===== src/common/bridge_params.svh =====
`ifndef BRIDGE_PARAMS_SVH
`define BRIDGE_PARAMS_SVH

// AXI-Lite side widths
`define AXIL_ADDR_W 12
`define AXIL_DATA_W 16
`define AXIL_STRB_W (`AXIL_DATA_W / 8)

// byte address bits dropped to get a word address
`define WORD_LSB 1

// SRAM geometry
`define SRAM_ADDR_W (`AXIL_ADDR_W - `WORD_LSB)
`define SRAM_DEPTH (1 << `SRAM_ADDR_W)

`endif


===== src/common/axil_pkg.sv =====
`include "bridge_params.svh"

// AXI-Lite side types
package axil_pkg;

  // byte address
  typedef logic [`AXIL_ADDR_W-1:0] axil_addr_t;

  // data word
  typedef logic [`AXIL_DATA_W-1:0] axil_data_t;

  // one enable per byte lane
  typedef logic [`AXIL_STRB_W-1:0] axil_strb_t;

  // response codes, only OKAY is ever returned
  typedef enum logic [1:0] {
    RESP_OKAY   = 2'b00,
    RESP_SLVERR = 2'b10
  } axil_resp_e;

endpackage


===== src/common/sram_pkg.sv =====
`include "bridge_params.svh"

// SRAM side types
package sram_pkg;

  // word address
  typedef logic [`SRAM_ADDR_W-1:0] sram_addr_t;

  // single command port, reads leave wdata and strb at zero
  typedef struct packed {
    sram_addr_t           addr;
    logic                 we;
    axil_pkg::axil_data_t wdata;
    axil_pkg::axil_strb_t strb;
  } sram_cmd_t;

  // read response
  typedef struct packed {
    axil_pkg::axil_data_t rdata;
  } sram_rsp_t;

endpackage


===== src/axil_sram_bridge/sram_arbiter.sv =====
`timescale 1ns/1ps

module sram_arbiter (
  input  logic                clk,
  input  logic                rst_n,

  input  logic                i_rd_valid,
  input  sram_pkg::sram_cmd_t i_rd_cmd,
  output logic                o_rd_ready,

  input  logic                i_wr_valid,
  input  sram_pkg::sram_cmd_t i_wr_cmd,
  output logic                o_wr_ready,

  output logic                o_cmd_valid,
  output sram_pkg::sram_cmd_t o_cmd,
  input  logic                i_cmd_ready
);

  typedef enum logic [1:0] {
    GNT_IDLE,
    GNT_READ,
    GNT_WRITE
  } gnt_e;

  gnt_e gnt_q;
  gnt_e gnt_pick;
  gnt_e gnt_cur;
  logic pri_rd_q;
  logic xfer;

  // fair pick, the side not served last goes first
  always_comb begin
    if (pri_rd_q) begin
      if (i_rd_valid) begin
        gnt_pick = GNT_READ;
      end else if (i_wr_valid) begin
        gnt_pick = GNT_WRITE;
      end else begin
        gnt_pick = GNT_IDLE;
      end
    end else begin
      if (i_wr_valid) begin
        gnt_pick = GNT_WRITE;
      end else if (i_rd_valid) begin
        gnt_pick = GNT_READ;
      end else begin
        gnt_pick = GNT_IDLE;
      end
    end
  end

  // a stalled grant sticks until its command is taken
  assign gnt_cur = (gnt_q != GNT_IDLE) ? gnt_q : gnt_pick;

  always_comb begin
    o_cmd_valid = 1'b0;
    o_cmd       = '0;
    o_rd_ready  = 1'b0;
    o_wr_ready  = 1'b0;
    case (gnt_cur)
      GNT_READ: begin
        o_cmd_valid = i_rd_valid;
        o_cmd       = i_rd_cmd;
        o_rd_ready  = i_cmd_ready;
      end
      GNT_WRITE: begin
        o_cmd_valid = i_wr_valid;
        o_cmd       = i_wr_cmd;
        o_wr_ready  = i_cmd_ready;
      end
      default: begin
        o_cmd_valid = 1'b0;
      end
    endcase
  end

  assign xfer = o_cmd_valid && i_cmd_ready;

  always_ff @(posedge clk) begin
    if (!rst_n) begin
      gnt_q    <= GNT_IDLE;
      pri_rd_q <= 1'b0;
    end else begin
      gnt_q <= xfer ? GNT_IDLE : gnt_cur;
      // reads next after a write, writes next after a read
      if (xfer) begin
        pri_rd_q <= (gnt_cur == GNT_WRITE);
      end
    end
  end

  a_one_ready: assert property (@(posedge clk) disable iff (!rst_n)
    !(o_rd_ready && o_wr_ready));

  a_cmd_stable: assert property (@(posedge clk) disable iff (!rst_n)
    o_cmd_valid && !i_cmd_ready |=> o_cmd_valid && $stable(o_cmd));

endmodule


===== config.mk =====
export PLATFORM = sky130hd
export DESIGN_NAME = sram_arbiter
export DESIGN_NICKNAME = d
export VERILOG_FILES = /design/src/common/axil_pkg.sv /design/src/common/sram_pkg.sv /design/src/axil_sram_bridge/sram_arbiter.sv
export VERILOG_INCLUDE_DIRS = /design/src /design/src/common
export SDC_FILE = /design/constraint.sdc
export NUM_CORES = 1
export LEC_CHECK = 0
export BUFFER_PORTS_ARGS = -buffer_cell sky130_fd_sc_hd__buf_2
export CORE_UTILIZATION = 27
export DETAILED_ROUTE_END_ITERATION = 10
export PLACE_DENSITY_LB_ADDON = 0.25
export REMOVE_ABC_BUFFERS = 1
export SETUP_SLACK_MARGIN = 0.3
export SKIP_LAST_GASP = 1
export SLEW_MARGIN = 20
export SYNTH_ARGS = -nofsm -noshare
export SYNTH_HDL_FRONTEND = slang
export SYNTH_SLANG_ARGS = --single-unit

===== constraint.sdc =====
create_clock -name clk -period 2.39 [get_ports clk]
set_clock_uncertainty 0.2 [all_clocks]
set_input_delay 0.239 -clock clk [delete_from_list [all_inputs] [get_ports clk]]
set_output_delay 0.239 -clock clk [all_outputs]
set_load 0.02 [all_outputs]

==> reports/qor.csv, run 1 <==
stage;metric;value;unit
grt;Global Route Usage Sum;0.244;
timing;fin. max-slew vios;0;
timing;fin crit period;2.14;ns
timing;final setup violation count;0;
clock_tree;clock tree sinks;3;
floorplan;die area;0.00233;mm^2
route;number of routed nets with antenna violations;0;
timing;worst slew pin tran;0.223;ns
clock_tree;Clk Latency, worst-skew pair;0.24;ns
critical_path;critical setup path kind;reg2out;
floorplan;I/O Pins;98;
final_layout;antenna cells;0;
critical_path;Crit Path Max Fanout;16;
synthesis;number of synthesized register bits;3;
outcome;status;finished, final reports clean;
synthesis;Mapped Area;579;um^2
power;Leakage;0.767;nW
route;Routed WL;3140;um
synthesis;yosys warns;0;
run;max_cap viols;0;
synthesis;most numerous cell in the Yosys netlist;nor2_1;
clock_tree;H-Tree Depth;1;
synthesis;synth unique cells;16;
synthesis;Yosys top cell area share;0.389;
placement;global placement routability congestion;0.746;
grt;GRT overflow;0;
clock_tree;Max Buffers Root-to-Sink;2;
floorplan;Starting Density;0.292;
synthesis;Area contributors post-synth;a22oi_1, nor2_1, dfxtp_1;
synthesis;cell taking the most area after synthesis;a22oi_1;
grt;pin count of the biggest net entering global routing;18;
route;Starting DRT DRC Count;17;
floorplan;die extent in x;48.3;um
critical_path;Startpoint Class;flip-flop;
grt;first-pass GRT wire length;4620;um
critical_path;Worst Path Required;1.95;ns
final_layout;P&R area growth vs syn;165;%
timing;slew margin rel.;0.850;
route;vias per cell;5.09;
power;Pwr Density;559;mW/mm^2
route;TritonRoute pass-1 iters;4;
power;Total Power;0.857;mW
placement;HPWL after DPL;1960;um
critical_path;flop-to-flop setup slack;0.46;ns
grt;vias in the first global route;1098;
route;Routed WL per cell;13.7;um
route;via count;1166;
placement;PortBufs;97;
timing;RSZ-0062 raised after global routing;yes;
final_layout;Net count, final;270;
critical_path;CP endpoint kind;output pin;
clock_tree;CTS tree;built;
clock_tree;TritonCTS Buffers;3;
clock_tree;CTS root buffer;clkbuf_4;
grt;initial antenna violation count;0;
final_layout;proportion of layout cells with a drive suffix above 1;0.728;
synthesis;Post-synth top cells;nor2_1, a22oi_1, buf_2;
power;VDD IR max;0.377;mV
timing;Max Freq;0.468;GHz
timing;setup_tns;0;ns
timing;period utilization;0.894;
synthesis;number of flops mapped to enable cells by yosys;0;
synthesis;sequential share of the synthesized area;0.104;
synthesis;Mean Syn Cell Area;6.16;um^2
synthesis;ys flop type;dfxtp_1;
synthesis;Async SR Flop Fraction;0;
timing;Hold Fails Final Rpt;0;
floorplan;die height;48.3;um
clock_tree;clock slew at reported path FFs;0.04;ns
floorplan;Core ar.;0.00198;mm^2
critical_path;crit path DAT;1.70;ns
floorplan;num rows;16;
hold_path;HP Class;in2reg;
route;drt drc;0;
synthesis;Synth Instances;94;
per-stage QoR:
step	hold slack (ns)	worst slack (ns)	area, um^2	util	instances
detailed placement	0.316	0.260	1090	0.551	214
floorplan	0.187	0.0402	527	-	84
global route	0.107	0.167	1530	0.774	229
global placement	0.298	0.346	1090	0.551	214
CTS	0.0791	0.288	1310	0.659	224
finish	0.0816	0.252	1530	0.774	229
worst paths after layout:
path                               start  cells past startpoint           to
worst min-delay path               rst_n                      3     pri_rd_q
worst max register to register  pri_rd_q                      9     pri_rd_q
worst min register to register  gnt_q[1]                      2     gnt_q[1]
worst max-delay path            pri_rd_q                      8  o_cmd_valid
power by group:
part           internal (mW)  switching [mW]  total (mW)
clock                 0.0629          0.0310      0.0939
sequential            0.0558         0.00450      0.0603
combinational          0.349           0.354       0.703
metal layers:
metal | global-route usage | routed length [um] | vias up
met4 | 0.0539 | 30 | 0
met1 | 0.267 | 1180 | 545
met3 | 0.0409 | 185 | 4
met5 | 0 | 0 | -
li1 | - | - | 558
met2 | 0.484 | 1740 | 59
final cells by class:
class	count	area, um^2
timing repair buffer	114	798
fill	146	448
multi-input combinational	77	597
tap	27	33.8
inverter	4	15.0
clock buffer	4	26.3
sequential	3	63.8
kinds of logic after synthesis:
logic type	Yosys count	synth area share
AO/OA/AOI/OAI	36	0.467
adder cells (fa/ha/maj)	2	0.0432
buffers and inverters	14	0.117
flip-flops	3	0.104
AND/OR/NAND/NOR	39	0.270
sequential cells by signal (all words and copies together) (netlist names):
signal    cells
gnt_q         2
pri_rd_q      1
placed cells by master (no fill, tap or decap), drive strengths merged, types with 2 or more instances in the layout:
cell and count:
inv 4, a22oi 31, nand2b 2, buf 112, nor2 33, dfxtp 3, a31oi 2, ha 2
nand2 2, and2 2, clkbuf 6
critical path: stages (launching register included):
cell	delay (ns)
dfxtp_2	0.35
nand2_2	0.07
a31oi_4	0.22
inv_2	0.07
ha_4	0.18
buf_12	0.15
a22oi_2	0.19
nor2_1	0.07
buf_4	0.16
repair_timing:
action,CTS,global route
cloned,1,2
hold buffers,0,0
setup endpoints to repair,33,33
pin swaps,3,7
gates resized for setup,35,43
buffers inserted,5,3
No activity file was read; power rests on OpenSTA's default activity.
==> run 2: changes to the inputs <==
- ABC_AREA: unset -> 1
- CORE_UTILIZATION: 27 -> 28
==> run 2 against run 1 <==
First-iteration DRC count rose by 59%. Cell area rose by 1.7%. Power fell by 1.0%. Largest cell class unchanged. Critical path depth fell by 1. Wire length rose by 9.1%. Sequential power rose by 4.6%. Critical path type unchanged. Largest power group unchanged.
==> reports/qor.csv, run 2 <==
stage;metric;value;unit;change
timing;slew margin rel.;0.855;;+0.00497
timing;fin crit period;2.18;ns;+0.0468 ns
clock_tree;Clk Latency, worst-skew pair;0.22;ns;-0.02 ns
critical_path;Crit Path Max Fanout;15;;-1
synthesis;sequential share of the synthesized area;0.0966;;-0.00709
floorplan;die extent in x;49.1;um;+1.7%
synthesis;Area contributors post-synth;nand2_1, a21oi_1, dfxtp_1;;
timing;worst slew pin tran;0.217;ns;-0.00555 ns
route;number of routed nets with antenna violations;0;;unchanged
synthesis;Async SR Flop Fraction;0;;unchanged
clock_tree;CTS tree;built;;
timing;Hold Fails Final Rpt;0;;unchanged
critical_path;Slowest-stage cell, CP;dfxtp_2;;
route;vias per cell;4.84;;-4.9%
critical_path;Crit path buffers/inverters;3;;unchanged
critical_path;max incr delay on CP;0.34;ns;about the same
floorplan;Core ar.;0.00202;mm^2;+2.0%
clock_tree;TritonCTS Buffers;3;;unchanged
clock_tree;CTS root buffer;clkbuf_4;;
synthesis;Yosys top cell area share;0.423;;+0.0338
power;Leakage;0.851;nW;+11%
route;Starting DRT DRC Count;27;;+10
final_layout;post-route insts no fill;263;;+15%
final_layout;most common cell after layout, fill and taps aside;buf_2;;
critical_path;Startpoint Class;flip-flop;;
final_layout;P&R area growth vs syn;151;%;
final_layout;Top reg by flops;gnt_q;;
critical_path;CP endpoint kind;output pin;;
final_layout;antenna cells;0;;unchanged
critical_path;Top delay family on crit path;buffers and inverters;;
hold_path;HP Class;in2reg;;
synthesis;cell taking the most area after synthesis;nand2_1;;
clock_tree;Max Buffers Root-to-Sink;2;;unchanged
floorplan;I/O Pins;98;;unchanged
grt;GRT overflow;0;;unchanged
floorplan;die height;49.1;um;+1.7%
clock_tree;clock slew at reported path FFs;0.03;ns;about the same
final_layout;most frequent cells in the layout;buf_2, nand2_1, buf_4;;
route;TritonRoute pass-1 iters;4;;unchanged
timing;setup_tns;0;ns;unchanged
clock_tree;clock tree sinks;3;;unchanged
route;via count;1274;;+9.3%
grt;pin count of the biggest net entering global routing;21;;+3
synthesis;Synth Instances;133;;+41%
timing;Max Freq;0.458;GHz;-2.1%
synthesis;number of flops mapped to enable cells by yosys;0;;unchanged
critical_path;Worst Path Required;1.95;ns;about the same
synthesis;Mean Syn Cell Area;4.68;um^2;-24%
synthesis;yosys warns;0;;unchanged
clock_tree;H-Tree Depth;1;;unchanged
final_layout;max FFs per register;2;;unchanged
grt;Global Route Usage Sum;0.227;;-0.0169
grt;first-pass GRT wire length;4350;um;-5.8%
synthesis;ys flop type;dfxtp_1;;
run;max_cap viols;0;;unchanged
placement;PortBufs;97;;unchanged
synthesis;synth unique cells;11;;-5
critical_path;critical-path cell list;inv_1, a31oi_4, ha_4, bufbuf_16, nand2_1, a21oi_1, buf_2;;
floorplan;num rows;16;;unchanged
critical_path;critical setup path kind;reg2out;;
synthesis;most numerous cell in the Yosys netlist;nand2_1;;
placement;HPWL after DPL;1980;um;+1.0%
floorplan;Starting Density;0.308;;+0.0153
synthesis;number of synthesized register bits;3;;unchanged
route;Routed WL per cell;13.0;um;-5.0%
timing;RSZ-0062 raised after global routing;yes;;
grt;initial antenna violation count;0;;unchanged
final_layout;Regs by FF count;gnt_q x2, pri_rd_q x1;;
route;Routed WL;3420;um;+9.1%
power;VDD IR max;0.480;mV;+27%
placement;global placement routability congestion;0.734;;-1.6%
power;Pwr Density;544;mW/mm^2;-2.7%
timing;fin. max-slew vios;0;;unchanged
timing;final setup violation count;0;;unchanged
route;drt drc;0;;unchanged
outcome;status;finished, final reports clean;;
synthesis;Post-synth top cells;nand2_1, a21oi_1, inv_1;;
final_layout;Net count, final;304;;+13%
critical_path;crit path DAT;1.75;ns;+0.05 ns
final_layout;proportion of layout cells with a drive suffix above 1;0.631;;-0.0964
synthesis;Mapped Area;622;um^2;+7.3%
grt;vias in the first global route;982;;-11%
floorplan;die area;0.00241;mm^2;+3.4%
clock_tree;Hold Buf Count CTS;0;;unchanged
timing;period utilization;0.914;;+0.0196
placement;Cells after DPL;252;;+18%
==> run 2: per-layer routing <==
| layer | global-route usage | up-vias | wire length (um) |
|---|---|---|---|
| met2 | 0.429 | 76 | 1820 |
| met3 | 0.0530 | 6 | 301 |
| met1 | 0.242 | 565 | 1250 |
| met4 | 0.0784 | 0 | 48 |
| met5 | 0 | - | 0 |
| li1 | - | 627 | - |
==> run 2: where the power goes <==
part	internal (mW)	switching, mW
combinational	0.308	0.392
clock	0.0623	0.0226
sequential	0.0572	0.00594
==> run 2: path summary, 6_finish.rpt <==
check	to	cells after the start	start	slack [ns]
max reg2reg	pri_rd_q	10	gnt_q[0]	0.59
min reg2reg	pri_rd_q	4	pri_rd_q	0.36
max	o_cmd[20]	7	gnt_q[0]	0.21
min	pri_rd_q	3	rst_n	0.06
==> run 2: cell type report <==
cell class              instances  area (um^2)
well taps                      27         33.8
clock buffers                   4         26.3
inverters                      10         37.5
multi-input cells             110          661
fillers                       159          462
repair buffers                109          738
flip-flops and latches          3         63.8
==> run 2: timing repair <==
item,4_1_cts,5_1_grt
buffers inserted,5,0
resized for setup,21,65
pin swaps,2,11
endpoints found under the hold margin,0,0
gates cloned,1,1
endpoints found under the setup margin,31,32
==> run 2: cell families (layout without fill, tap and decap cells) <==
group	after synthesis	after routing	share of synthesized area
buf+inv	20	123	0.135
simple gates	75	75	0.459
flops	3	3	0.0966
fa+ha+maj	2	2	0.0402
compound gates	33	33	0.270
==> run 2: worst min-delay path: stages <==
cell and delay [ns]:
buf_2 0.10, nand2_1 0.06, nor2_1 0.04
==> run 2: metrics by stage <==
step                instance area (um^2)   util  hold WS, ns  setup slack (ns)  power [mW]
detailed placement                  1140  0.566        0.299             0.449       0.553
floorplan                            576      -        0.160             0.151       0.353
CTS                                 1330  0.656       0.0514             0.296       0.725
global placement                    1140  0.566        0.290             0.432       0.554
finish                              1560  0.772       0.0597             0.206       0.848
global route                        1560  0.772       0.0881             0.110       0.903
