`src/common/bridge_params.svh`:
```
`ifndef BRIDGE_PARAMS_SVH
`define BRIDGE_PARAMS_SVH

// AXI-Lite side widths
`define AXIL_ADDR_W 12
`define AXIL_DATA_W 16
`define AXIL_STRB_W (`AXIL_DATA_W / 8)

// byte address bits dropped to get a word address
`define WORD_LSB 1

// SRAM geometry
`define SRAM_ADDR_W (`AXIL_ADDR_W - `WORD_LSB)
`define SRAM_DEPTH (1 << `SRAM_ADDR_W)

`endif

```
`src/common/axil_pkg.sv`:
```
`include "bridge_params.svh"

// AXI-Lite side types
package axil_pkg;

  // byte address
  typedef logic [`AXIL_ADDR_W-1:0] axil_addr_t;

  // data word
  typedef logic [`AXIL_DATA_W-1:0] axil_data_t;

  // one enable per byte lane
  typedef logic [`AXIL_STRB_W-1:0] axil_strb_t;

  // response codes, only OKAY is ever returned
  typedef enum logic [1:0] {
    RESP_OKAY   = 2'b00,
    RESP_SLVERR = 2'b10
  } axil_resp_e;

endpackage

```
`src/common/sram_pkg.sv`:
```
`include "bridge_params.svh"

// SRAM side types
package sram_pkg;

  // word address
  typedef logic [`SRAM_ADDR_W-1:0] sram_addr_t;

  // single command port, reads leave wdata and strb at zero
  typedef struct packed {
    sram_addr_t           addr;
    logic                 we;
    axil_pkg::axil_data_t wdata;
    axil_pkg::axil_strb_t strb;
  } sram_cmd_t;

  // read response
  typedef struct packed {
    axil_pkg::axil_data_t rdata;
  } sram_rsp_t;

endpackage

```
`src/axil_sram_bridge/axil_write_path.sv`:
```
`timescale 1ns/1ps
`include "bridge_params.svh"

module axil_write_path (
  input  logic                 clk,
  input  logic                 rst_n,

  input  axil_pkg::axil_addr_t i_awaddr,
  input  logic                 i_awvalid,
  output logic                 o_awready,
  input  axil_pkg::axil_data_t i_wdata,
  input  axil_pkg::axil_strb_t i_wstrb,
  input  logic                 i_wvalid,
  output logic                 o_wready,
  output axil_pkg::axil_resp_e o_bresp,
  output logic                 o_bvalid,
  input  logic                 i_bready,

  output logic                 o_cmd_valid,
  input  logic                 i_cmd_ready,
  output sram_pkg::sram_cmd_t  o_cmd
);
  import axil_pkg::*;
  import sram_pkg::*;

  logic       aw_held;
  logic       w_held;
  logic       bvalid_q;
  sram_addr_t addr_q;
  axil_data_t data_q;
  axil_strb_t strb_q;

  logic       aw_xfer;
  logic       w_xfer;
  logic       cmd_xfer;
  logic       b_xfer;

  assign o_awready = !aw_held;
  assign o_wready  = !w_held;
  assign aw_xfer   = i_awvalid && o_awready;
  assign w_xfer    = i_wvalid && o_wready;

  // one command once both halves are in, dropped when B goes up
  assign o_cmd_valid = aw_held && w_held && !bvalid_q;
  assign cmd_xfer    = o_cmd_valid && i_cmd_ready;
  assign b_xfer      = bvalid_q && i_bready;

  assign o_bvalid = bvalid_q;
  assign o_bresp  = RESP_OKAY;

  always_comb begin
    o_cmd       = '0;
    o_cmd.addr  = addr_q;
    o_cmd.we    = 1'b1;
    o_cmd.wdata = data_q;
    o_cmd.strb  = strb_q;
  end

  always_ff @(posedge clk) begin
    if (!rst_n) begin
      aw_held  <= 1'b0;
      w_held   <= 1'b0;
      bvalid_q <= 1'b0;
    end else begin
      if (aw_xfer) begin
        aw_held <= 1'b1;
      end
      if (w_xfer) begin
        w_held <= 1'b1;
      end
      if (cmd_xfer) begin
        bvalid_q <= 1'b1;
      end
      // both channels reopen only once B is taken
      if (b_xfer) begin
        bvalid_q <= 1'b0;
        aw_held  <= 1'b0;
        w_held   <= 1'b0;
      end
    end
  end

  always_ff @(posedge clk) begin
    if (aw_xfer) begin
      addr_q <= i_awaddr[`AXIL_ADDR_W-1:`WORD_LSB];
    end
    if (w_xfer) begin
      data_q <= i_wdata;
      strb_q <= i_wstrb;
    end
  end

  a_bvalid_hold: assert property (@(posedge clk) disable iff (!rst_n)
    o_bvalid && !i_bready |=> o_bvalid);

endmodule

```
`config.mk`:
```
export PLATFORM = sky130hd
export DESIGN_NAME = axil_write_path
export DESIGN_NICKNAME = d
export VERILOG_FILES = /design/src/common/axil_pkg.sv /design/src/common/sram_pkg.sv /design/src/axil_sram_bridge/axil_write_path.sv
export VERILOG_INCLUDE_DIRS = /design/src /design/src/common
export SDC_FILE = /design/constraint.sdc
export NUM_CORES = 1
export LEC_CHECK = 0
export BUFFER_PORTS_ARGS = -buffer_cell sky130_fd_sc_hd__buf_2
export CORE_MARGIN = 2
export CORE_UTILIZATION = 30
export DETAILED_ROUTE_END_ITERATION = 8
export PLACE_DENSITY_LB_ADDON = 0.15
export SLEW_MARGIN = 20
export SYNTH_ARGS = -nofsm -noshare
export SYNTH_HDL_FRONTEND = slang
export SYNTH_SLANG_ARGS = --single-unit
```
`constraint.sdc`:
```
create_clock -name clk -period 2.95 [get_ports clk]
set_input_delay 0.1475 -clock clk [delete_from_list [all_inputs] [get_ports clk]]
set_output_delay 0.1475 -clock clk [all_outputs]
set_load 0.01 [all_outputs]
```
==> impl_metrics.csv, run 1 <==
group,metric,value,unit
timing,slew-limit-headroom,40.8,%
synth,netlist.area_leader.share,84.1,%
finish,n_antenna_cell,0,
routing,drc,0,
timing,min_period,1.40,ns
critical_path,required,2.91,ns
clock_tree,htree_levels,2,
synth,synthFlopType,"edfxtp_1",
routing,via_per_inst,3.89,
global_routing,antenna_found_initial,0,
timing,finalSetupTns,0,ns
clock_tree,clock_latency,0.33,ns
finish,finalInstanceArea,1750,um^2
clock_tree,cts_setup_buffers,0,
global_routing,grt_max_degree,19,
hold_path,hp-class,"input pin to register",
timing,setup_viol_count_final,0,
synth,netlist_top_cells_area,"edfxtp_1 84%, dfxtp_1 5.8%, buf_4 2.2%, o21a_1 1.4%, a21boi_2 1.1%",
critical_path,critPathKind,"register to register",
routing,vias,763,
critical_path,worstSetupStartpointType,"register",
critical_path,cp_slowest_cell,"nor2b_1",
timing,skew,0.00454,ns
clock_tree,cts_tree,"built",
die,core,3340,um^2
timing,fmax,713,MHz
die,rows,21,
clock_tree,cts_inserted_buffers,5,
outcome,status,"complete, no violations",
routing,wl_per_cell,11.3,um
synth,async_flop_share,0,%
synth,ys_seq_area_share,89.9,%
synth,yosys_warnings,0,
clock_tree,clockBufferDepth,2,
critical_path,cp-startpoint,"aw_held$_SDFFE_PP0P_",
die,fp.dieW,62.8,um
clock_tree,ctsRootBufferMaster,"clkbuf_4",
synth,synth_common_cells,"29 x edfxtp_1, 3 x buf_4, 3 x dfxtp_1",
routing,dr.pass1.iters,4,
place,dpl.hpwl,1460,um
job,cap_viol_max_count,0,
finish,final_net_count,185,
die,ios,72,
timing,finalHoldViolations,0,
routing,drt_wl_total,2220,um
synth,yosysTopAreaCell,"edfxtp_1",
critical_path,crit_arrival,1.36,ns
routing,antenna_left,0,
synth,syn-instance-count,48,
power,power.density,495,nW/um^2
finish,drive_gt1_share,50.0,%
power,irDropWorstVdd,243,uV
finish,syn_to_final_growth,69.1,%
die,die_h,62.8,um
critical_path,end_kind,"register",
global_routing,track_usage,12.6,%
place,port_buffers,67,
synth,syn_avg_cell_area,21.6,um^2
global_routing,gr-total-overflow,0,
routing,drt_iter0_markers,15,
global_routing,grt_pass1_vias,775,
critical_path,cp_max_fo,11,
critical_path,cp_cell_sequence,"nor2b_1",
place,gp_congestion,0.612,
power,leakagePower,0.000758,uW
critical_path,crit_path_max_incr_delay,0.69,ns
die,start_util,31.0,%
place,dpl-instance-area,1410,um^2
timing,worst_slew_pin_slew,0.886,ns
clock_tree,path_clk_slew,0.09,ns
timing,rsz0062_at_grt,"no",
synth,yosysMostFrequentCell,"edfxtp_1",
die,dieArea,3940,um^2
clock_tree,clock-sinks,32,
timing,drv_slew,0,
critical_path,r2r-start,"aw_held$_SDFFE_PP0P_",
synth,yosys_register_bits,32,
synth,synth_edf_count,29,
hold_path,worstHoldStart,"i_wvalid",
timing,fin_crit_sh,47.6,%
critical_path,crit_family,"simple AND/OR/NAND/NOR gates",
synth,ys_types,13,
synth,netlist_area,1040,um^2
global_routing,grt_pass1_wl,3610,um
critical_path,path_buf_inv,0,
layout by cell type (no fill, tap or decap):
master and n:
buf_2 67, inv_1 2, clkinv_1 1, and2b_1 1
o21a_1 2, clkinv_2 2, dlygate4sd3_1 29, nor2b_1 1
nand2b_1 1, conb_1 3, dfxtp_1 3, edfxtp_1 29
nor3_1 1, a21boi_1 1, nand4b_1 1, clkbuf_4 5
a21boi_2 1
report_power, final:
part	switching [uW]	total, uW	internal (uW)
logic	46.2	106	60.0
clock network	142	229	87.3
registers	7.09	531	524
layout make-up:
type                    count  area [um^2]
flip-flops and latches     32          931
multi-input cells          12         78.8
repair buffers             96          626
clock inverters             3         13.8
well taps                  46         57.6
clock buffers               5         37.5
fillers                   311         1590
inverters                   2         7.51
worst paths after layout:
check                         to  slack, ns  cells after the start
max          addr_q[3]$_DFFE_PP_       1.55                      1
min          w_held$_SDFFE_PP0P_       0.02                      2
max reg2reg  addr_q[3]$_DFFE_PP_       1.55                      1
min reg2reg  w_held$_SDFFE_PP0P_       0.52                      1
sequential cells by signal (all words and copies together), names as in the netlist:
register / flops
data_q: 16
strb_q: 2
aw_held: 1
o_bvalid: 1
addr_q: 11
w_held: 1
cell families after synthesis:
family	Yosys count	share of synthesized area [%]
AND/OR/NAND/NOR	5	3.26
other	2	0.725
AO/OA/AOI/OAI	4	3.26
flip-flops	32	89.9
buffers and inverters	5	2.90
metrics by stage:
stage          hold slack, ns  std cells  util (%)  total power, uW  setup WS [ns]
5_1_grt                0.0122        196      52.5              913           1.42
6_report               0.0209        196      52.5              867           1.55
3_3_place_gp            0.324        159      42.3              616           1.54
2_1_floorplan           0.246         49         -              574           1.72
3_5_place_dp            0.326        159      42.3              619           1.50
4_1_cts               0.00732        196      52.5              878           1.49
timing repair:
item,CTS,global route
gates resized for setup,0,0
hold buffers,29,0
hold endpoints to repair,29,0
per-layer routing:
| layer | up-vias | global-route usage [%] | share of wire [%] | wire, um |
|---|---|---|---|---|
| met5 | - | 0 | 0 | 0 |
| met4 | 0 | 7.50 | 2.6 | 57 |
| met3 | 5 | 4.86 | 7.6 | 169 |
| met2 | 42 | 22.2 | 53 | 1180 |
| met1 | 342 | 12.4 | 37 | 812 |
| li1 | 374 | - | - | - |
Note: power is estimated with default switching activity, not from simulation.
==> run 2, diff against run 1 <==
clock period = 1.2 ns   (was 2.95 ns; I/O delays follow)
==> run 2 against run 1 <==
Compared with the run above:
- power rose to 2.7 times the previous value
- worst setup slack lost 1.5 ns
- clock power grew to 3.4 times the previous value
- sequential power grew 150%
- combinational power grew to 2.7 times the previous value
- first-iteration DRC count up 13%
- utilization is 3.1 points higher
- register-to-register slack got worse by 1.3 ns
- count of clock-buffer cells in the layout is 1 higher
- wire length rose by 4.5%
- sequential share of layout area down 2.8 points
- highest routed layer unchanged
- critical path depth increased by 2
==> impl_metrics.csv, run 2 (synthesized netlist as in run 1, its figures left out) <==
group,metric,value,unit
outcome,status,"complete, no violations",
critical_path,cp-startpoint,"w_held$_SDFFE_PP0P_",
critical_path,reg2reg_depth,2,
timing,fmax,896,MHz
routing,wl_per_cell,11.5,um
finish,largest_register_ffs,16,
critical_path,worstSetupStartpointType,"register",
critical_path,critPathKind,"register to output port",
routing,antenna_left,0,
timing,min_period,1.12,ns
place,gp_congestion,0.654,
critical_path,ff2ff_setup_slack,0.20,ns
critical_path,rr_endpoint,"data_q[1]$_DFFE_PP_",
hold_path,hp-class,"input pin to register",
global_routing,grt_max_degree,19,
die,fp.dieW,62.8,um
finish,layout_commonest_cell,"buf_2",
die,die_h,62.8,um
finish,fin_cells,202,
place,placed_cells,161,
critical_path,cp_num_cells,3,
global_routing,grt_pass1_vias,813,
power,irDropWorstVdd,696,uV
routing,drt_iter0_markers,17,
clock_tree,cts_setup_buffers,0,
critical_path,r2r-start,"w_held$_SDFFE_PP0P_",
routing,drt_wl_total,2320,um
place,dpl_worst_slack,0.182,ns
routing,vias,790,
finish,top_regs,"data_q (16), addr_q (11), strb_q (2)",
clock_tree,ctsRootBufferMaster,"clkbuf_4",
die,dieArea,3940,um^2
clock_tree,clock_latency,0.32,ns
timing,finalHoldViolations,0,
global_routing,antenna_found_initial,0,
power,leakagePower,0.000801,uW
power,p_int,1890,uW
critical_path,crit_path_max_incr_delay,0.36,ns
critical_path,crit_path_end,"o_cmd_valid",
critical_path,path_buf_inv,2,
power,power_frac_comb,12.2,%
place,dpl.hpwl,1480,um
critical_path,crit_arrival,1.06,ns
clock_tree,cts_inserted_buffers,5,
finish,fillers,311,
routing,via_per_inst,3.91,
finish,seq_area,933,um^2
power,swShare,20.1,%
die,core,3340,um^2
finish,n_antenna_cell,0,
timing,drv_slew,0,
timing,hold_slack,0.0256,ns
critical_path,cp_cell_sequence,"inv_1 -> nor3_2 -> buf_2",
die,ios,72,
finish,final_net_count,191,
timing,fin_crit_sh,93.0,%
die,start_util,31.0,%
critical_path,required,1.14,ns
power,seqPwrFrac,55.1,%
timing,setup_viol_count_final,0,
finish,drive_gt1_share,52.6,%
finish,fin_util,55.6,%
power,p_sw,478,uW
power,power.density,1280,nW/um^2
critical_path,crit_family,"flip-flops",
clock_tree,htree_levels,2,
global_routing,gr-total-overflow,0,
global_routing,grt_pass1_wl,3750,um
power,clkPwrFrac,32.8,%
finish,final_cell_mix,"67 x buf_2, 33 x dlygate4sd3_1, 29 x edfxtp_1",
routing,dr.pass1.iters,4,
clock_tree,clockBufferDepth,2,
die,rows,21,
critical_path,end_kind,"output port",
finish,multi_input_area,87.6,um^2
finish,syn_to_final_growth,79.1,%
timing,timing.final.ws_setup,0.0835,ns
routing,drc,0,
critical_path,cp_max_fo,4,
critical_path,cp_slowest_cell,"dfxtp_2",
place,port_buffers,67,
finish,regMostFlops,"data_q",
timing,skew,0.00881,ns
global_routing,track_usage,13.0,%
clock_tree,clock-sinks,32,
job,cap_viol_max_count,0,
clock_tree,cts_tree,"built",
clock_tree,path_clk_slew,0.09,ns
-- run 2: changes by cell type in the layout (fill, tap and decap cells not counted), sizes merged --
cell         previous run  this run
bufinv                  0         1
clkbuf                  5         6
buf                    67        69
dlygate4sd3            29        33
clkinv                  3         1
-- run 2: power by group through the flow --
stage	Sequential (uW)	Combinational [uW]	Clock, uW
detailed placement	1330	206	0
global route	1310	313	849
finish	1310	288	777
floorplan	1360	49.0	0
global placement	1330	201	0
CTS	1310	288	803
-- run 2: worst min path at each step --
stage                start                    to  depth (start not counted)
3_5_place_dp   i_wdata[10]  data_q[10]$_DFFE_PP_                          1
4_1_cts           i_bready  aw_held$_SDFFE_PP0P_                          3
3_3_place_gp   i_awaddr[4]   addr_q[3]$_DFFE_PP_                          1
6_report          i_bready  aw_held$_SDFFE_PP0P_                          3
5_1_grt           i_bready  aw_held$_SDFFE_PP0P_                          3
2_1_floorplan  i_awaddr[1]   addr_q[0]$_DFFE_PP_                          0
-- run 2: per-layer routing --
layer / GRT usage (%) / vias up / wire length, um
li1: - / 385 / -
met1: 12.8 / 365 / 800
met2: 23.8 / 35 / 1330
met3: 5.05 / 5 / 140
met4: 5.83 / 0 / 47
met5: 0 / - / 0
-- run 2: cell type report --
cell class              count  share of cell area (%)
clock buffers               6                    2.23
multi-input cells          12                    4.72
clock inverters             2                    1.89
inverters                   2                   0.405
repair buffers            102                    37.4
flip-flops and latches     32                    50.3
well taps                  46                    3.10
-- run 2: through the flow --
| stage | power [uW] | cell area, um^2 | TNS (ns) |
|---|---|---|---|
| after floorplan | 1410 | 1040 | 0 |
| after global placement | 1530 | 1440 | 0 |
| after detailed placement | 1540 | 1440 | 0 |
| after CTS | 2400 | 1850 | 0 |
| after global routing | 2480 | 1860 | -0.00508 |
| final | 2370 | 1860 | 0 |
-- run 2: worst reg2reg max path, cell delays in order (launching register included) --
cell and delay [ns]:
dfxtp_2 0.34, and2b_2 0.23, buf_12 0.15
-- run 2: what timing repair did --
| item | 4_1_cts | 5_1_grt |
|---|---|---|
| endpoints found under the hold margin | 32 | 0 |
| hold buffers | 33 | 0 |
| endpoints found under the setup margin | 0 | 1 |
| gates resized for setup | 0 | 3 |
==> run 3, diff against run 2 <==
CORE_MARGIN = default   (was 2)
PLACE_DENSITY = 0.6   (was default)
PLACE_DENSITY_LB_ADDON = default   (was 0.15)
TNS_END_PERCENT = 100   (was default)
==> run 3 against run 2 <==
Compared with the run above:
- via count is 1.3% lower
- die area shrank 6.3%
- largest cell class unchanged
- highest routed layer unchanged
- non-clock buffer count shrank 1
- clock power is 30% lower
==> impl_metrics.csv, run 3 (synthesized netlist as in run 1, its figures left out) <==
group,metric,value,unit
outcome,status,"complete, no violations",
routing,drt_wl_total,2140,um
die,core,3150,um^2
routing,drt_iter0_markers,12,
critical_path,critPathKind,"register to output port",
finish,drive_gt1_share,52.3,%
routing,dr.pass1.iters,4,
timing,drv_slew,0,
clock_tree,htree_levels,2,
die,die_h,60.8,um
power,power.density,1180,nW/um^2
routing,met2_length,1140,um
finish,syn_to_final_growth,75.0,%
die,dieArea,3690,um^2
global_routing,antenna_found_initial,0,
power,leakagePower,0.000785,uW
routing,wl_met3,196,um
routing,met1Wirelength,775,um
critical_path,cp_max_fo,4,
hold_path,hp-class,"input pin to register",
clock_tree,path_clk_slew,0.09,ns
timing,min_period,1.08,ns
global_routing,track_usage,12.5,%
finish,finalInstanceArea,1810,um^2
timing,finalHoldViolations,0,
routing,wl_per_cell,10.8,um
critical_path,crit_arrival,1.02,ns
routing,via_per_inst,3.92,
finish,regMostFlops,"data_q",
job,cap_viol_max_count,0,
clock_tree,clock_latency,0.31,ns
critical_path,end_kind,"output port",
routing,highest_layer,"met4",
clock_tree,cts_tree,"built",
clock_tree,cts_inserted_buffers,5,
timing,setup_viol_count_final,0,
power,irDropWorstVdd,679,uV
critical_path,required,1.14,ns
critical_path,crit_path_end,"o_cmd_valid",
critical_path,worstSetupStartpointType,"register",
die,fp.dieW,60.8,um
finish,fillers,274,
critical_path,reg2reg_depth,2,
global_routing,grt_pass1_vias,747,
clock_tree,clockBufferDepth,2,
routing,drc,0,
routing,antenna_left,0,
place,gp_congestion,0.600,
clock_tree,ctsRootBufferMaster,"clkbuf_4",
timing,fin_crit_sh,90.2,%
critical_path,cp-startpoint,"w_held$_SDFFE_PP0P_",
finish,top_regs,"data_q (16), addr_q (11), strb_q (2)",
finish,final_cell_mix,"67 x buf_2, 32 x dlygate4sd3_1, 29 x edfxtp_1",
die,start_util,32.9,%
clock_tree,clock-sinks,32,
global_routing,grt_max_degree,19,
routing,vias,780,
global_routing,gr-total-overflow,0,
global_routing,grt_pass1_wl,3050,um
critical_path,r2r-start,"w_held$_SDFFE_PP0P_",
critical_path,rr_endpoint,"data_q[1]$_DFFE_PP_",
die,ios,72,
timing,finalSetupTns,0,ns
die,rows,20,
finish,final_net_count,190,
place,port_buffers,67,
finish,n_antenna_cell,0,
place,dpl-instance-area,1440,um^2
timing,skew,0.00176,ns
finish,layout_commonest_cell,"buf_2",
timing,fmax,924,MHz
finish,largest_register_ffs,16,
timing,rsz0062_at_grt,"no",
critical_path,ff2ff_setup_slack,0.20,ns
## run 3: cell types whose count changed in the layout (fill, tap and decap cells not counted)
cell,change
clkinv_1,+1
nor3_1,+1
clkinv_2,+1
dlygate4sd3_1,-1
clkbuf_1,-1
bufinv_16,-1
nor3_2,-1
## run 3: worst min-delay path by stage
| stage | end | start | cells after the start |
|---|---|---|---|
| floorplan | addr_q[0]$_DFFE_PP_ | i_awaddr[1] | 0 |
| global placement | data_q[0]$_DFFE_PP_ | i_wdata[0] | 1 |
| detailed placement | addr_q[4]$_DFFE_PP_ | i_awaddr[5] | 1 |
| CTS | o_bvalid$_SDFFE_PP0P_ | i_cmd_ready | 3 |
| global route | o_bvalid$_SDFFE_PP0P_ | i_cmd_ready | 3 |
| finish | w_held$_SDFFE_PP0P_ | i_bready | 3 |
## run 3: repair_timing
| action | in CTS | in global routing |
|---|---|---|
| hold buffers | 32 | 0 |
| buffers inserted | 0 | 0 |
| hold endpoints to repair | 32 | 0 |
| gates resized for setup | 0 | 2 |
| setup endpoints to repair | 0 | 1 |
## run 3: area by class of cell
type | instances | area [um^2] | area share [%]
clock inverters | 3 | 13.8 | 0.759
inverters | 2 | 7.51 | 0.414
well taps | 44 | 55.1 | 3.04
flip-flops and latches | 32 | 933 | 51.5
repair buffers | 101 | 683 | 37.7
clock buffers | 5 | 37.5 | 2.07
multi-input cells | 12 | 82.6 | 4.55
## run 3: power breakdown
part,switching [uW],total [uW],leakage (uW),internal [uW]
combinational,115,282,0.000452,167
sequential,18.0,1310,0.000301,1290
clock,333,547,0.0000324,214
## run 3: worst max-delay path: stages (launching register included)
cell	delay, ns
dfxtp_2	0.36
inv_1	0.05
nor3_1	0.15
buf_2	0.15
## run 3: through the flow
stage / setup WS [ns] / hold slack (ns) / utilization [%] / std cells / total power (uW)
final: 0.118 / 0.0182 / 57.5 / 199 / 2140
after global routing: 0.0275 / 0.000414 / 57.5 / 199 / 2260
after CTS: 0.0482 / 0.00201 / 57.4 / 199 / 2180
after detailed placement: 0.192 / 0.238 / 45.6 / 159 / 1530
after global placement: 0.206 / 0.238 / 45.6 / 159 / 1530
after floorplan: 0.158 / 0.159 / - / 49 / 1410
## run 3: routing by layer
metal	up-vias	global-route usage (%)
met1	346	11.8
met3	4	5.97
li1	382	-
met4	0	6.82
met2	48	22.1
met5	-	0
