## config.mk

```make
export PLATFORM = sky130hd
export DESIGN_NAME = axil_read_path
export DESIGN_NICKNAME = d
export VERILOG_FILES = /design/src/common/axil_pkg.sv /design/src/common/sram_pkg.sv /design/src/axil_sram_bridge/axil_read_path.sv
export VERILOG_INCLUDE_DIRS = /design/src /design/src/common
export SDC_FILE = /design/constraint.sdc
export NUM_CORES = 1
export LEC_CHECK = 0
export ABC_CLOCK_PERIOD_IN_PS = 1160
export BUFFER_PORTS_ARGS = -buffer_cell sky130_fd_sc_hd__buf_4
export CORE_MARGIN = 1
export CORE_UTILIZATION = 35
export DETAILED_ROUTE_END_ITERATION = 7
export GPL_TIMING_DRIVEN = 0
export PLACE_DENSITY = 0.83
export SLEW_MARGIN = 20
export SYNTH_ARGS = -nofsm -noshare
export SYNTH_HDL_FRONTEND = slang
export SYNTH_SLANG_ARGS = --single-unit
export TNS_END_PERCENT = 50
```

## constraint.sdc

```tcl
create_clock -name clk -period 1.16 [get_ports clk]
set_input_delay 0 -clock clk [delete_from_list [all_inputs] [get_ports clk]]
set_output_delay 0 -clock clk [all_outputs]
set_load 0.01 [all_outputs]
```

## src/common/bridge_params.svh

```systemverilog
`ifndef BRIDGE_PARAMS_SVH
`define BRIDGE_PARAMS_SVH

// AXI-Lite side widths
`define AXIL_ADDR_W 12
`define AXIL_DATA_W 16
`define AXIL_STRB_W (`AXIL_DATA_W / 8)

// byte address bits dropped to get a word address
`define WORD_LSB 1

// SRAM geometry
`define SRAM_ADDR_W (`AXIL_ADDR_W - `WORD_LSB)
`define SRAM_DEPTH (1 << `SRAM_ADDR_W)

`endif

```

## src/common/axil_pkg.sv

```systemverilog
`include "bridge_params.svh"

// AXI-Lite side types
package axil_pkg;

  // byte address
  typedef logic [`AXIL_ADDR_W-1:0] axil_addr_t;

  // data word
  typedef logic [`AXIL_DATA_W-1:0] axil_data_t;

  // one enable per byte lane
  typedef logic [`AXIL_STRB_W-1:0] axil_strb_t;

  // response codes, only OKAY is ever returned
  typedef enum logic [1:0] {
    RESP_OKAY   = 2'b00,
    RESP_SLVERR = 2'b10
  } axil_resp_e;

endpackage

```

## src/common/sram_pkg.sv

```systemverilog
`include "bridge_params.svh"

// SRAM side types
package sram_pkg;

  // word address
  typedef logic [`SRAM_ADDR_W-1:0] sram_addr_t;

  // single command port, reads leave wdata and strb at zero
  typedef struct packed {
    sram_addr_t           addr;
    logic                 we;
    axil_pkg::axil_data_t wdata;
    axil_pkg::axil_strb_t strb;
  } sram_cmd_t;

  // read response
  typedef struct packed {
    axil_pkg::axil_data_t rdata;
  } sram_rsp_t;

endpackage

```

## src/axil_sram_bridge/axil_read_path.sv

```systemverilog
`timescale 1ns/1ps
`include "bridge_params.svh"

module axil_read_path (
  input  logic                 clk,
  input  logic                 rst_n,

  input  axil_pkg::axil_addr_t i_araddr,
  input  logic                 i_arvalid,
  output logic                 o_arready,
  output axil_pkg::axil_data_t o_rdata,
  output axil_pkg::axil_resp_e o_rresp,
  output logic                 o_rvalid,
  input  logic                 i_rready,

  output logic                 o_cmd_valid,
  input  logic                 i_cmd_ready,
  output sram_pkg::sram_cmd_t  o_cmd,
  input  logic                 i_rsp_valid,
  output logic                 o_rsp_ready,
  input  sram_pkg::sram_rsp_t  i_rsp
);
  import axil_pkg::*;
  import sram_pkg::*;

  typedef enum logic [1:0] {
    RD_IDLE,
    RD_CMD,
    RD_WAIT
  } rd_state_e;

  rd_state_e  state_q;
  logic       rvalid_q;
  sram_addr_t addr_q;
  axil_data_t rdata_q;

  logic       ar_xfer;
  logic       rsp_xfer;

  // idle means no access and no R pending
  assign o_arready   = (state_q == RD_IDLE) && !rvalid_q;
  assign ar_xfer     = i_arvalid && o_arready;
  assign o_cmd_valid = (state_q == RD_CMD);
  assign o_rsp_ready = (state_q == RD_WAIT) && !rvalid_q;
  assign rsp_xfer    = i_rsp_valid && o_rsp_ready;

  assign o_rvalid = rvalid_q;
  assign o_rdata  = rdata_q;
  assign o_rresp  = RESP_OKAY;

  always_comb begin
    o_cmd      = '0;
    o_cmd.addr = addr_q;
  end

  always_ff @(posedge clk) begin
    if (!rst_n) begin
      state_q  <= RD_IDLE;
      rvalid_q <= 1'b0;
    end else begin
      case (state_q)
        RD_IDLE: begin
          if (ar_xfer) begin
            state_q <= RD_CMD;
          end
        end
        RD_CMD: begin
          if (i_cmd_ready) begin
            state_q <= RD_WAIT;
          end
        end
        RD_WAIT: begin
          if (rsp_xfer) begin
            state_q  <= RD_IDLE;
            rvalid_q <= 1'b1;
          end
        end
        default: state_q <= RD_IDLE;
      endcase
      if (rvalid_q && i_rready) begin
        rvalid_q <= 1'b0;
      end
    end
  end

  always_ff @(posedge clk) begin
    if (ar_xfer) begin
      addr_q <= i_araddr[`AXIL_ADDR_W-1:`WORD_LSB];
    end
    if (rsp_xfer) begin
      rdata_q <= i_rsp.rdata;
    end
  end

  a_rdata_stable: assert property (@(posedge clk) disable iff (!rst_n)
    o_rvalid && !i_rready |=> $stable(o_rdata));

endmodule

```

==> run summary, run 1 <==
The critical path arrival came out at 1150 ps. The routed length per instance came out at 11.9 um. In the finished design, the share of the clock period the worst path needs comes to 95.9%. The post-synthesis cell count came out at 67. The worst hold path belongs to the class primary input to register. The fraction of power consumed by combinational cells came out at 18.4%. The die height is 58.9 um. Global routing used 18.0% of the available tracks.

Entering global routing, the biggest net connects 10 pins. The yosys synthesis warning count is 0. The non-filler instance count after layout came out at 234. The die span in x is 58.9 um.

The switching part of the total came out at 22.1%. The HPWL after detailed placement is 1.68 mm. The reported leakage power is 0.969 nW.

The worst setup path is launched from a register. The via count of the first global-routing pass is 891. Traced cell by cell, the critical path runs through nor3_4 > and2_4.

The net switching power figure came out at 485 uW. The maximum vdd ir drop came out at 0.563 mV. The H-tree depth is 2. The post-synthesis cell type count is 17.

86 I/O pins were placed. In this run the clock root is driven by a clkbuf_4. The register area share after synthesis came out at 76.8%. The flop and latch count out of synthesis came out at 30. Subtracting the final worst setup slack from the clock period gives 1110 ps. The slowest stage of the critical path is the dfxtp_4 cell. After global routing the overflow that remains totals 0. The flow ran to the end, and the final reports show no timing, DRC or antenna violations.

The post-detailed-route via-to-cell ratio is 3.91. The setup fix buffers added after clock tree synthesis is 0. On the final layout, the worst clock skew is 5.34 ps. The clock network accounts for 24.7% of the total power.

The clock sink count came out at 30. Leaving out fill and tap cells, the most frequent cells in the layout are buf_4, dlygate4sd3_1, edfxtp_1. The setup path with the least slack is of type register to register.

The clock edge transition at the registers on the reported setup and hold paths is 80 ps. The detail route stage leaves a number of antenna-violating nets equal to 0. For this block, the initial DRC count from the detailed router was 13. The number of failing setup endpoints in the final timing report is 0.

The total detailed-routing wirelength is 2.78 mm. Routability-driven placement finished with a final weighted congestion of 0.687. The post-placement cell count came out at 194. The areal power density over the cells came out at 1030 nW/um2.

The count of input and output buffers is 63. The sequential group share of total power came out at 56.8%. The number of hold-slack violations in the final timing report is 0. Once layout is complete, the utilization of the core stands at 69.9%. The share of post-route cells with drive strength above 1 is 52.6%. The total clock buffers created by CTS is 5. The source-to-sink clock delay at the later pin of the worst-skew pair came out at 310 ps. The first-pass GRT wire length is 4.16 mm. The number of nets in the final layout is 223. At the worst endpoint, the required time is 1190 ps. The longest individual stage delay on the worst path came out at 390 ps. The number of max-capacitance violations reported is 0. The internal power of the cells came out at 1.71 mW. The number of max-slew violations in the final report was 0.

Setup repair after global routing could not meet its margin everywhere. The starting density of the core is 37.1%. The number of antenna diodes in the final layout is 0. The number of buffers on the longest clock path is 2.

The die area is 3470 um2. The post-route DRC violation count is 0. The synthesized cell area is 1130 um2.

The CTS tree is done. The number of rows created at floorplan came out at 20. The worst setup path is captured at a register.

The number of antenna violations at the first check in global routing came out at 0. The library cell used most frequently in the layout, excluding fill and tap cells, is buf_4. The count of TritonRoute iterations in the first routing pass is 4. Timing would allow up to 0.899 GHz. Averaged over all synthesized cells, the footprint is 16.9 um2. The region available for standard cell placement spans 3050 um2. The total number of vias is 914. The peak fanout along the critical path came out at 7. For the final routed database, the setup TNS stands at 0 ps. The area growth from synthesis to final layout is 88.3%.
what timing repair did:
| action | in CTS | in global routing |
|---|---|---|
| gates resized for setup | 5 | 3 |
| endpoints found under the hold margin | 30 | 0 |
| setup endpoints to repair | 17 | 11 |
| pin swaps | 2 | 0 |
| gates cloned | 2 | 0 |
| hold buffers | 30 | 0 |
worst paths after layout:
| path | slack [ps] | end | from | cells after the start |
|---|---|---|---|---|
| worst max-delay path | 50 | addr_q[9] | state_q[1] | 2 |
| worst min-delay path | 30 | state_q[1] | i_rsp_valid | 4 |
| worst max register to register | 50 | addr_q[9] | state_q[1] | 2 |
| worst min register to register | 510 | state_q[0] | state_q[1] | 1 |
metal layers:
metal | share of wire [%] | global-route usage [%] | routed length [um] | up-vias
li1 | - | - | - | 441
met1 | 33 | 17.0 | 929 | 399
met2 | 53 | 32.8 | 1490 | 67
met3 | 11 | 8.35 | 312 | 7
met4 | 1.8 | 8.16 | 51 | 0
met5 | 0 | 0 | 0 | -
logic make-up after synthesis:
family                 count (synthesis)  share of synthesized area (%)
AO/OA/AOI/OAI                          3                           1.77
buffers and inverters                 21                           13.9
flip-flops                            30                           76.8
other                                  1                          0.331
AND/OR/NAND/NOR                       12                           7.17
final cells by class:
cell class,instances,area [um2]
Buffer,21,158
Clock buffer,6,41.3
Clock inverter,2,8.76
Fill cell,222,918
Multi-Input combinational cell,38,219
Sequential cell,30,880
Tap cell,44,55.1
Timing Repair Buffer,93,773
metrics by stage:
step / power (mW) / hold slack, ps / worst slack [ps] / cell area, um2
5_1_grt: 2.31 / 10.6 / -27.0 / 2130
6_report: 2.19 / 27.0 / 48.0 / 2130
3_5_place_dp: 1.57 / 179 / -47.7 / 1750
2_1_floorplan: 1.42 / 98.9 / 31.0 / 1220
4_1_cts: 2.21 / 6.11 / 19.6 / 2130
3_3_place_gp: 1.57 / 178 / -11.7 / 1750
cell usage after synthesis:
cell type	number	area (um2)
buf_4	21	158
nor3_1	1	5.00
o21a_1	1	7.51
edfxtp_1	27	811
and3_4	1	11.3
a21oi_1	1	5.00
nand2b_1	1	6.26
dfxtp_1	3	60.1
nor2b_2	1	8.76
and2_1	2	12.5
conb_1	1	3.75
nor3b_1	1	7.51
nand2_1	1	3.75
a21boi_1	1	7.51
nand3b_1	1	7.51
nor2_2	1	6.26
nor2b_1	2	12.5
power groups by stage:
| stage | Combinational, mW | Sequential [mW] | Clock, mW |
|---|---|---|---|
| after floorplan | 0.130 | 1.29 | 0 |
| after global placement | 0.298 | 1.27 | 0 |
| after detailed placement | 0.304 | 1.27 | 0 |
| after CTS | 0.396 | 1.25 | 0.568 |
| after global routing | 0.436 | 1.25 | 0.621 |
| final | 0.404 | 1.25 | 0.542 |
flip-flops by register name, indices dropped and copies added (netlist names):
register,count
state_q,2
o_rdata,16
o_rvalid,1
addr_q,11
critical path, delay by kind of cell (launching register included):
kind | cells | cell delay, ps
flops | 1 | 390
simple gates | 2 | 440
No activity file was read; power rests on OpenSTA's default activity.
==> inputs of run 2 (changes only) <==
--- a/config.mk
+++ b/config.mk
@@ -9,10 +9,10 @@
 export ABC_CLOCK_PERIOD_IN_PS = 1160
 export BUFFER_PORTS_ARGS = -buffer_cell sky130_fd_sc_hd__buf_4
 export CORE_MARGIN = 1
-export CORE_UTILIZATION = 35
+export CORE_UTILIZATION = 25
 export DETAILED_ROUTE_END_ITERATION = 7
 export GPL_TIMING_DRIVEN = 0
-export PLACE_DENSITY = 0.83
+export PLACE_DENSITY = 0.65
 export SLEW_MARGIN = 20
 export SYNTH_ARGS = -nofsm -noshare
 export SYNTH_HDL_FRONTEND = slang
==> run summary, run 2 (synthesis results as in run 1) <==
The flow ran to the end, and the final reports show no timing, DRC or antenna violations. The instance area at placement was 1760 um2 (+0.57%). The maximum vdd ir drop came out at 0.342 mV (-39%). The source-to-sink clock delay at the later pin of the worst-skew pair came out at 270 ps (-40 ps). The total number of vias came out at 896 (-2.0%). STA classifies the critical path endpoint as a register. The worst min-delay path category is primary input to register. The design area was 2170 um2 (+1.8%). The tree is rooted in a clkbuf_8. The number of rows created at floorplan is 24 (+20%). The flip-flop count of the largest register after layout came out at 16 (unchanged).

The period utilization came to 96.5% (+0.60 points). The final setup skew is 2.42 ps (-2.92 ps). The die area came out at 4810 um2 (+39%).

The total clock buffers created by CTS was 5 (unchanged). The overall routing resource usage is 12.1% (-5.8 points). The overall power of the completed layout came out at 2.43 mW (+11%). The end of the worst hold path is o_rvalid. The H-tree depth came to 2 (unchanged).

The via count of the first global-routing pass is 870 (-2.4%). The peak fanout along the critical path came out at 8 (+1). The critical path class is register to register. The switching part of the total is 22.3% (+0.15 points).

The element type at the critical path start is a register. The critical path arrival came out at 1100 ps (-50 ps). The number of antenna violations at the first check in global routing came out at 0 (unchanged). The number of max-slew violations in the final report came out at 0 (unchanged). The reg-to-reg critical path endpoint is o_rdata[3].

The antenna diode count is 0 (unchanged). The I/O pin total was 86 (unchanged). The final core utilization came out at 49.9% (-20 points).

The footprint of the multi-input gates is 226 um2 (+3.4%). The count of input and output buffers is 63 (unchanged). The routed length per instance was 11.7 um (-1.7%).

The most frequent standard cell in the layout excluding fill and tap cells is buf_4. The filler cell count in the final layout is 379 (+71%). The fraction of power consumed by combinational cells is 16.5% (-1.9 points). The areal power density over the cells is 1120 nW/um2 (+8.9%). The share of total power in the clock network is 32.2% (+7.5 points). The clock edge transition at the registers on the reported setup and hold paths came out at 60 ps (-20 ps).

The die span in x came out at 69.3 um (+18%). The achievable frequency is 0.894 GHz (-0.62%). The CTS tree is done. The number of hold-slack violations in the final timing report came out at 0 (unchanged). The post-route DRC violation count came out at 0 (unchanged). Setup repair after global routing could not meet its margin everywhere. The worst hold path begins at i_rready. The data required time at the worst endpoint came out at 1140 ps (-50 ps). The number of buffers on the longest clock path is 2 (unchanged). The sequential group share of total power is 51.3% (-5.5 points).

The internal power of the cells is 1.89 mW (+11%). The number of nets with antenna violations after detailed routing came out at 0 (unchanged). The reported leakage power came out at 0.983 nW (+1.5%). The total detailed-routing wirelength came out at 2.82 mm (+1.7%). The first-pass GRT wire length came out at 4.34 mm (+4.3%). The slack of the worst reg-to-reg path came out at 40 ps (about the same). The pin count of the biggest net entering global routing is 10 (unchanged). The final worst-path setup slack is 41.1 ps (-6.96 ps). The count of TritonRoute iterations in the first routing pass came out at 4 (unchanged). The shortest clock period the worst path allows after layout was 1120 ps (+6.96 ps). The global route total overflow came out at 0 (unchanged). The area growth from synthesis to final layout is 91.7%.

The post-detailed-route via-to-cell ratio came out at 3.70 (-5.2%). The weighted congestion reported at the end of routability-driven placement is 0.632 (-8.1%). The die height is 69.3 um (+18%). The source of the worst register-to-register timing path is o_rvalid.

The iteration-0 DRC count of the detailed router is 31 (+18). The worst setup slack after placement is -62.6 ps (-14.8 ps). The share of post-route cells with drive strength above 1 came to 53.2% (+0.53 points).

The total core area is 4350 um2 (+43%). The worst hold path depth came out at 3 (-1). The number of max-capacitance violations reported is 0 (unchanged). The setup fix buffers added after clock tree synthesis is 0 (unchanged). The starting density of the core is 26.0% (-11 points). The total area of sequential cells is 880 um2 (unchanged). The clock sink count came out at 30 (unchanged). The library cells used most frequently in the layout, excluding fill and tap cells, are buf_4, dlygate4sd3_1, edfxtp_1.

The net switching power figure is 541 uW (+12%). The number of nets in the final layout is 223 (unchanged). The cell count of the worst reg-to-reg path is 2 (unchanged). The number of failing setup endpoints in the final timing report came out at 0 (unchanged).
## run 2: cell types whose count changed in the layout (fill, tap and decap cells not counted)
| cell | change |
|---|---|
| clkbuf_8 | +5 |
| clkbuf_4 | -5 |
| dlygate4sd3_1 | -1 |
| and3_2 | +1 |
## run 2: final cells by class
cell class,count,area share [%]
flip-flops and latches,30,40.5
repair buffers,92,35.1
multi-input cells,39,10.4
plain buffers,21,7.25
clock buffers,6,3.34
well taps,52,2.99
clock inverters,2,0.403
## run 2: power by group through the flow
stage / Combinational [mW] / Sequential (mW) / Clock (mW)
after CTS: 0.399 / 1.25 / 0.809
after global routing: 0.430 / 1.25 / 0.846
after global placement: 0.300 / 1.27 / 0
after detailed placement: 0.305 / 1.27 / 0
after floorplan: 0.130 / 1.29 / 0
final: 0.402 / 1.25 / 0.782
## run 2: worst max path at each step
stage | depth (start not counted) | start | endpoint
after floorplan | 2 | o_rvalid | o_rdata[0]
after global placement | 2 | o_rvalid | o_rdata[9]
after detailed placement | 2 | o_rvalid | o_rdata[7]
after CTS | 2 | state_q[0] | addr_q[0]
after global routing | 2 | o_rvalid | addr_q[2]
final | 2 | o_rvalid | o_rdata[3]
## run 2: critical path, stage by stage, from the launching register on
cell	delay [ps]
dfxtp_4	370
nor2_4	180
and3_4	280
## run 2: per-layer routing
layer | track usage (%) | share of wire, %
met1 | 13.3 | 40
met3 | 4.65 | 10
met5 | 0 | 0
met4 | 5.44 | 1.6
met2 | 20.7 | 48
## run 2: what timing repair did
item / CTS / global route
endpoints found under the setup margin: 16 / 27
gates cloned: 3 / 0
hold buffers: 29 / 0
pin swaps: 2 / 3
resized for setup: 5 / 3
hold endpoints to repair: 29 / 0
## run 2: through the flow
step / std cells / hold WS, ps / TNS (ps)
after global routing: 242 / 22.9 / -71.8
after detailed placement: 202 / 179 / -993
after global placement: 202 / 178 / -974
after floorplan: 87 / 98.9 / 0
final: 242 / 17.5 / 0
after CTS: 242 / 9.60 / 0
==> inputs of run 3 (changes only) <==
--- a/config.mk
+++ b/config.mk
@@ -8,13 +8,15 @@
 export LEC_CHECK = 0
 export ABC_CLOCK_PERIOD_IN_PS = 1160
 export BUFFER_PORTS_ARGS = -buffer_cell sky130_fd_sc_hd__buf_4
+export CORE_ASPECT_RATIO = 0.7
 export CORE_MARGIN = 1
 export CORE_UTILIZATION = 25
 export DETAILED_ROUTE_END_ITERATION = 7
 export GPL_TIMING_DRIVEN = 0
+export HOLD_SLACK_MARGIN = 0.1
 export PLACE_DENSITY = 0.65
 export SLEW_MARGIN = 20
 export SYNTH_ARGS = -nofsm -noshare
 export SYNTH_HDL_FRONTEND = slang
 export SYNTH_SLANG_ARGS = --single-unit
-export TNS_END_PERCENT = 50
+export TNS_END_PERCENT = 5
==> run summary, run 3 (synthesis results as in run 1) <==
The cell count of the worst reg-to-reg path is 2 (unchanged). The H-tree depth is 2 (unchanged). The sequential group share of total power is 51.5% (+0.2 points). The net switching power figure came to 526 uW (-2.9%). The data required time at the worst endpoint is 1140 ps (about the same). The number of nets with antenna violations after detailed routing was 0 (unchanged). The post-route DRC violation count is 0 (unchanged). The critical path class is register to register. The number of nets in the final layout is 226 (+1.3%). The worst setup path is captured at a register. The final worst-path setup slack is 35.9 ps (-5.18 ps).

The number of antenna violations at the first check in global routing came to 0 (unchanged). The share of post-route cells with drive strength above 1 came to 52.3% (-0.83 points). The post-detailed-route via-to-cell ratio came out at 3.65 (-1.3%). The critical path arrival came out at 1110 ps (about the same). The weighted congestion reported at the end of routability-driven placement is 0.614 (-2.7%). The worst setup path is launched from a register. The antenna diode count came to 0 (unchanged). The number of max-capacitance violations reported came to 0 (unchanged).

The pin count of the biggest net entering global routing is 10 (unchanged). The flow ran to the end, and the final reports show no timing, DRC or antenna violations. The via count of the first global-routing pass came out at 844 (-3.0%). The total detailed-routing wirelength came out at 2.72 mm (-3.7%).

The global-route met2 utilization came out at 21.0% (+0.30 points). The number of hold-slack violations in the final timing report came to 0 (unchanged). The peak fanout along the critical path is 6 (-2). In the layout the commonest cells are buf_4, dlygate4sd3_1, edfxtp_1. The die span in x is 82.5 um (+19%). The worst min-delay path category is primary input to register.

The total negative slack is 0 ps (unchanged). The number of buffers on the longest clock path came out at 2 (unchanged). The worst hold path depth is 2 (-1). The shortest clock period the worst path allows after layout is 1120 ps (+5.18 ps).

The starting density of the core is 26.0% (unchanged). The number of failing setup endpoints in the final timing report is 0 (unchanged). The areal power density over the cells is 1100 nW/um2 (-1.5%). The count of input and output buffers is 63 (unchanged). The I/O pin total is 86 (unchanged). The iteration-0 DRC count of the detailed router is 25 (-19%). The longest individual stage delay on the worst path was 350 ps (-20 ps). The share of total power in the clock network was 31.7% (-0.5 points). The instance area at placement came out at 1760 um2 (+0.21%). The number of rows created at floorplan came out at 20 (-17%). The count of TritonRoute iterations in the first routing pass came out at 4 (unchanged). The die height was 58.3 um (-16%).

The switching part of the total came out at 21.7% (-0.60 points). The fraction of power consumed by combinational cells is 16.7% (+0.2 points). The setup fix buffers added after clock tree synthesis was 0 (unchanged). The overall routing resource usage came out at 12.1% (-0.051 points).

The internal power of the cells came out at 1.90 mW (+0.57%). The source-to-sink clock delay at the later pin of the worst-skew pair came to 270 ps (about the same). The clock tree root buffer cell is clkbuf_8. The routed length per instance is 11.0 um (-6.0%). The worst setup slack after placement came out at -59.6 ps (+2.95 ps). In this run the most used layer during global routing was met2.

The first-pass GRT wire length came out at 4.00 mm (-7.9%). The design area is 2200 um2 (+1.3%). TritonCTS built the clock tree.

The clock sink count came out at 30 (unchanged). The met3 global-route usage is 4.19% (-0.47 points). The library cell used most frequently in the layout, excluding fill and tap cells, is buf_4. The achievable frequency is 0.890 GHz (-0.46%). The flip-flop count of the largest register after layout is 16 (unchanged). The die area came to 4810 um2 (+0.10%). The period utilization is 96.9% (+0.45 points). The highest-delay cell along the critical path is dfxtp_2. The critical path's top delay family is simple AND/OR/NAND/NOR gates. The reported leakage power was 0.995 nW (+1.2%). The clock edge transition at the registers on the reported setup and hold paths came out at 60 ps (about the same). The met1 track demand over resource in global routing came out at 13.2% (-0.19 points). The overall power of the completed layout came out at 2.42 mW (-0.20%). The global route total overflow is 0 (unchanged).

The total number of cells along the worst setup path was 2 (unchanged). The combined buffer and inverter count along the critical path is 0 (unchanged). The total core area is 4350 um2 (unchanged). The final setup skew is 1.66 ps (-0.753 ps). The maximum vdd ir drop came out at 0.625 mV (+83%). The total number of vias was 906 (+1.1%). The area growth from synthesis to final layout is 94.3%.

Setup repair after global routing could not meet its margin everywhere. The total clock buffers created by CTS is 5 (unchanged). Walking the worst path, the cells encountered are nor3_4 > and2_4. The number of max-slew violations in the final report is 0 (unchanged).
## run 3: cell types whose count changed in the layout (fill, tap and decap cells not counted)
cell	change
dfxtp_2	+2
dlygate4sd3_1	+3
dfxtp_4	-2
## run 3: path summary, 6_finish.rpt
check,startpoint,slack (ps),end
worst max-delay path,state_q[0],40,addr_q[6]
worst min-delay path,i_rsp[0],440,o_rdata[0]
worst max register to register,state_q[0],40,addr_q[6]
worst min register to register,state_q[1],550,state_q[0]
## run 3: area by class of cell
cell class | count | area (um2)
fill | 406 | 2150
sequential | 30 | 875
timing repair buffer | 95 | 793
multi-input combinational | 39 | 226
buffer | 21 | 158
clock buffer | 6 | 72.6
tap | 55 | 68.8
clock inverter | 2 | 8.76
## run 3: power by group through the flow
stage / clock (mW) / sequential, mW / combinational (mW)
floorplan: 0 / 1.29 / 0.130
global placement: 0 / 1.27 / 0.300
detailed placement: 0 / 1.27 / 0.304
CTS: 0.812 / 1.25 / 0.407
global route: 0.859 / 1.25 / 0.443
finish: 0.769 / 1.25 / 0.406
## run 3: repair_timing
action	4_1_cts	5_1_grt
pin swaps	2	1
endpoints found under the setup margin	16	11
hold buffers	32	0
cloned	3	0
endpoints found under the hold margin	30	0
resized for setup	6	0
## run 3: through the flow
step	hold WS (ps)	util, %	instances
floorplan	98.9	-	87
global placement	178	40.5	205
detailed placement	179	40.5	205
CTS	428	50.6	248
global route	432	50.6	248
finish	440	50.6	248
## run 3: worst register-to-register path, stage by stage, from the launching register on
cell,delay [ps]
dfxtp_2,350
nor3_4,250
and2_4,230
## run 3: metal layers
metal | wire length (um) | share of wire, %
met5 | 0 | 0
met4 | 21 | 0.77
met3 | 210 | 7.7
met2 | 1370 | 50
met1 | 1120 | 41
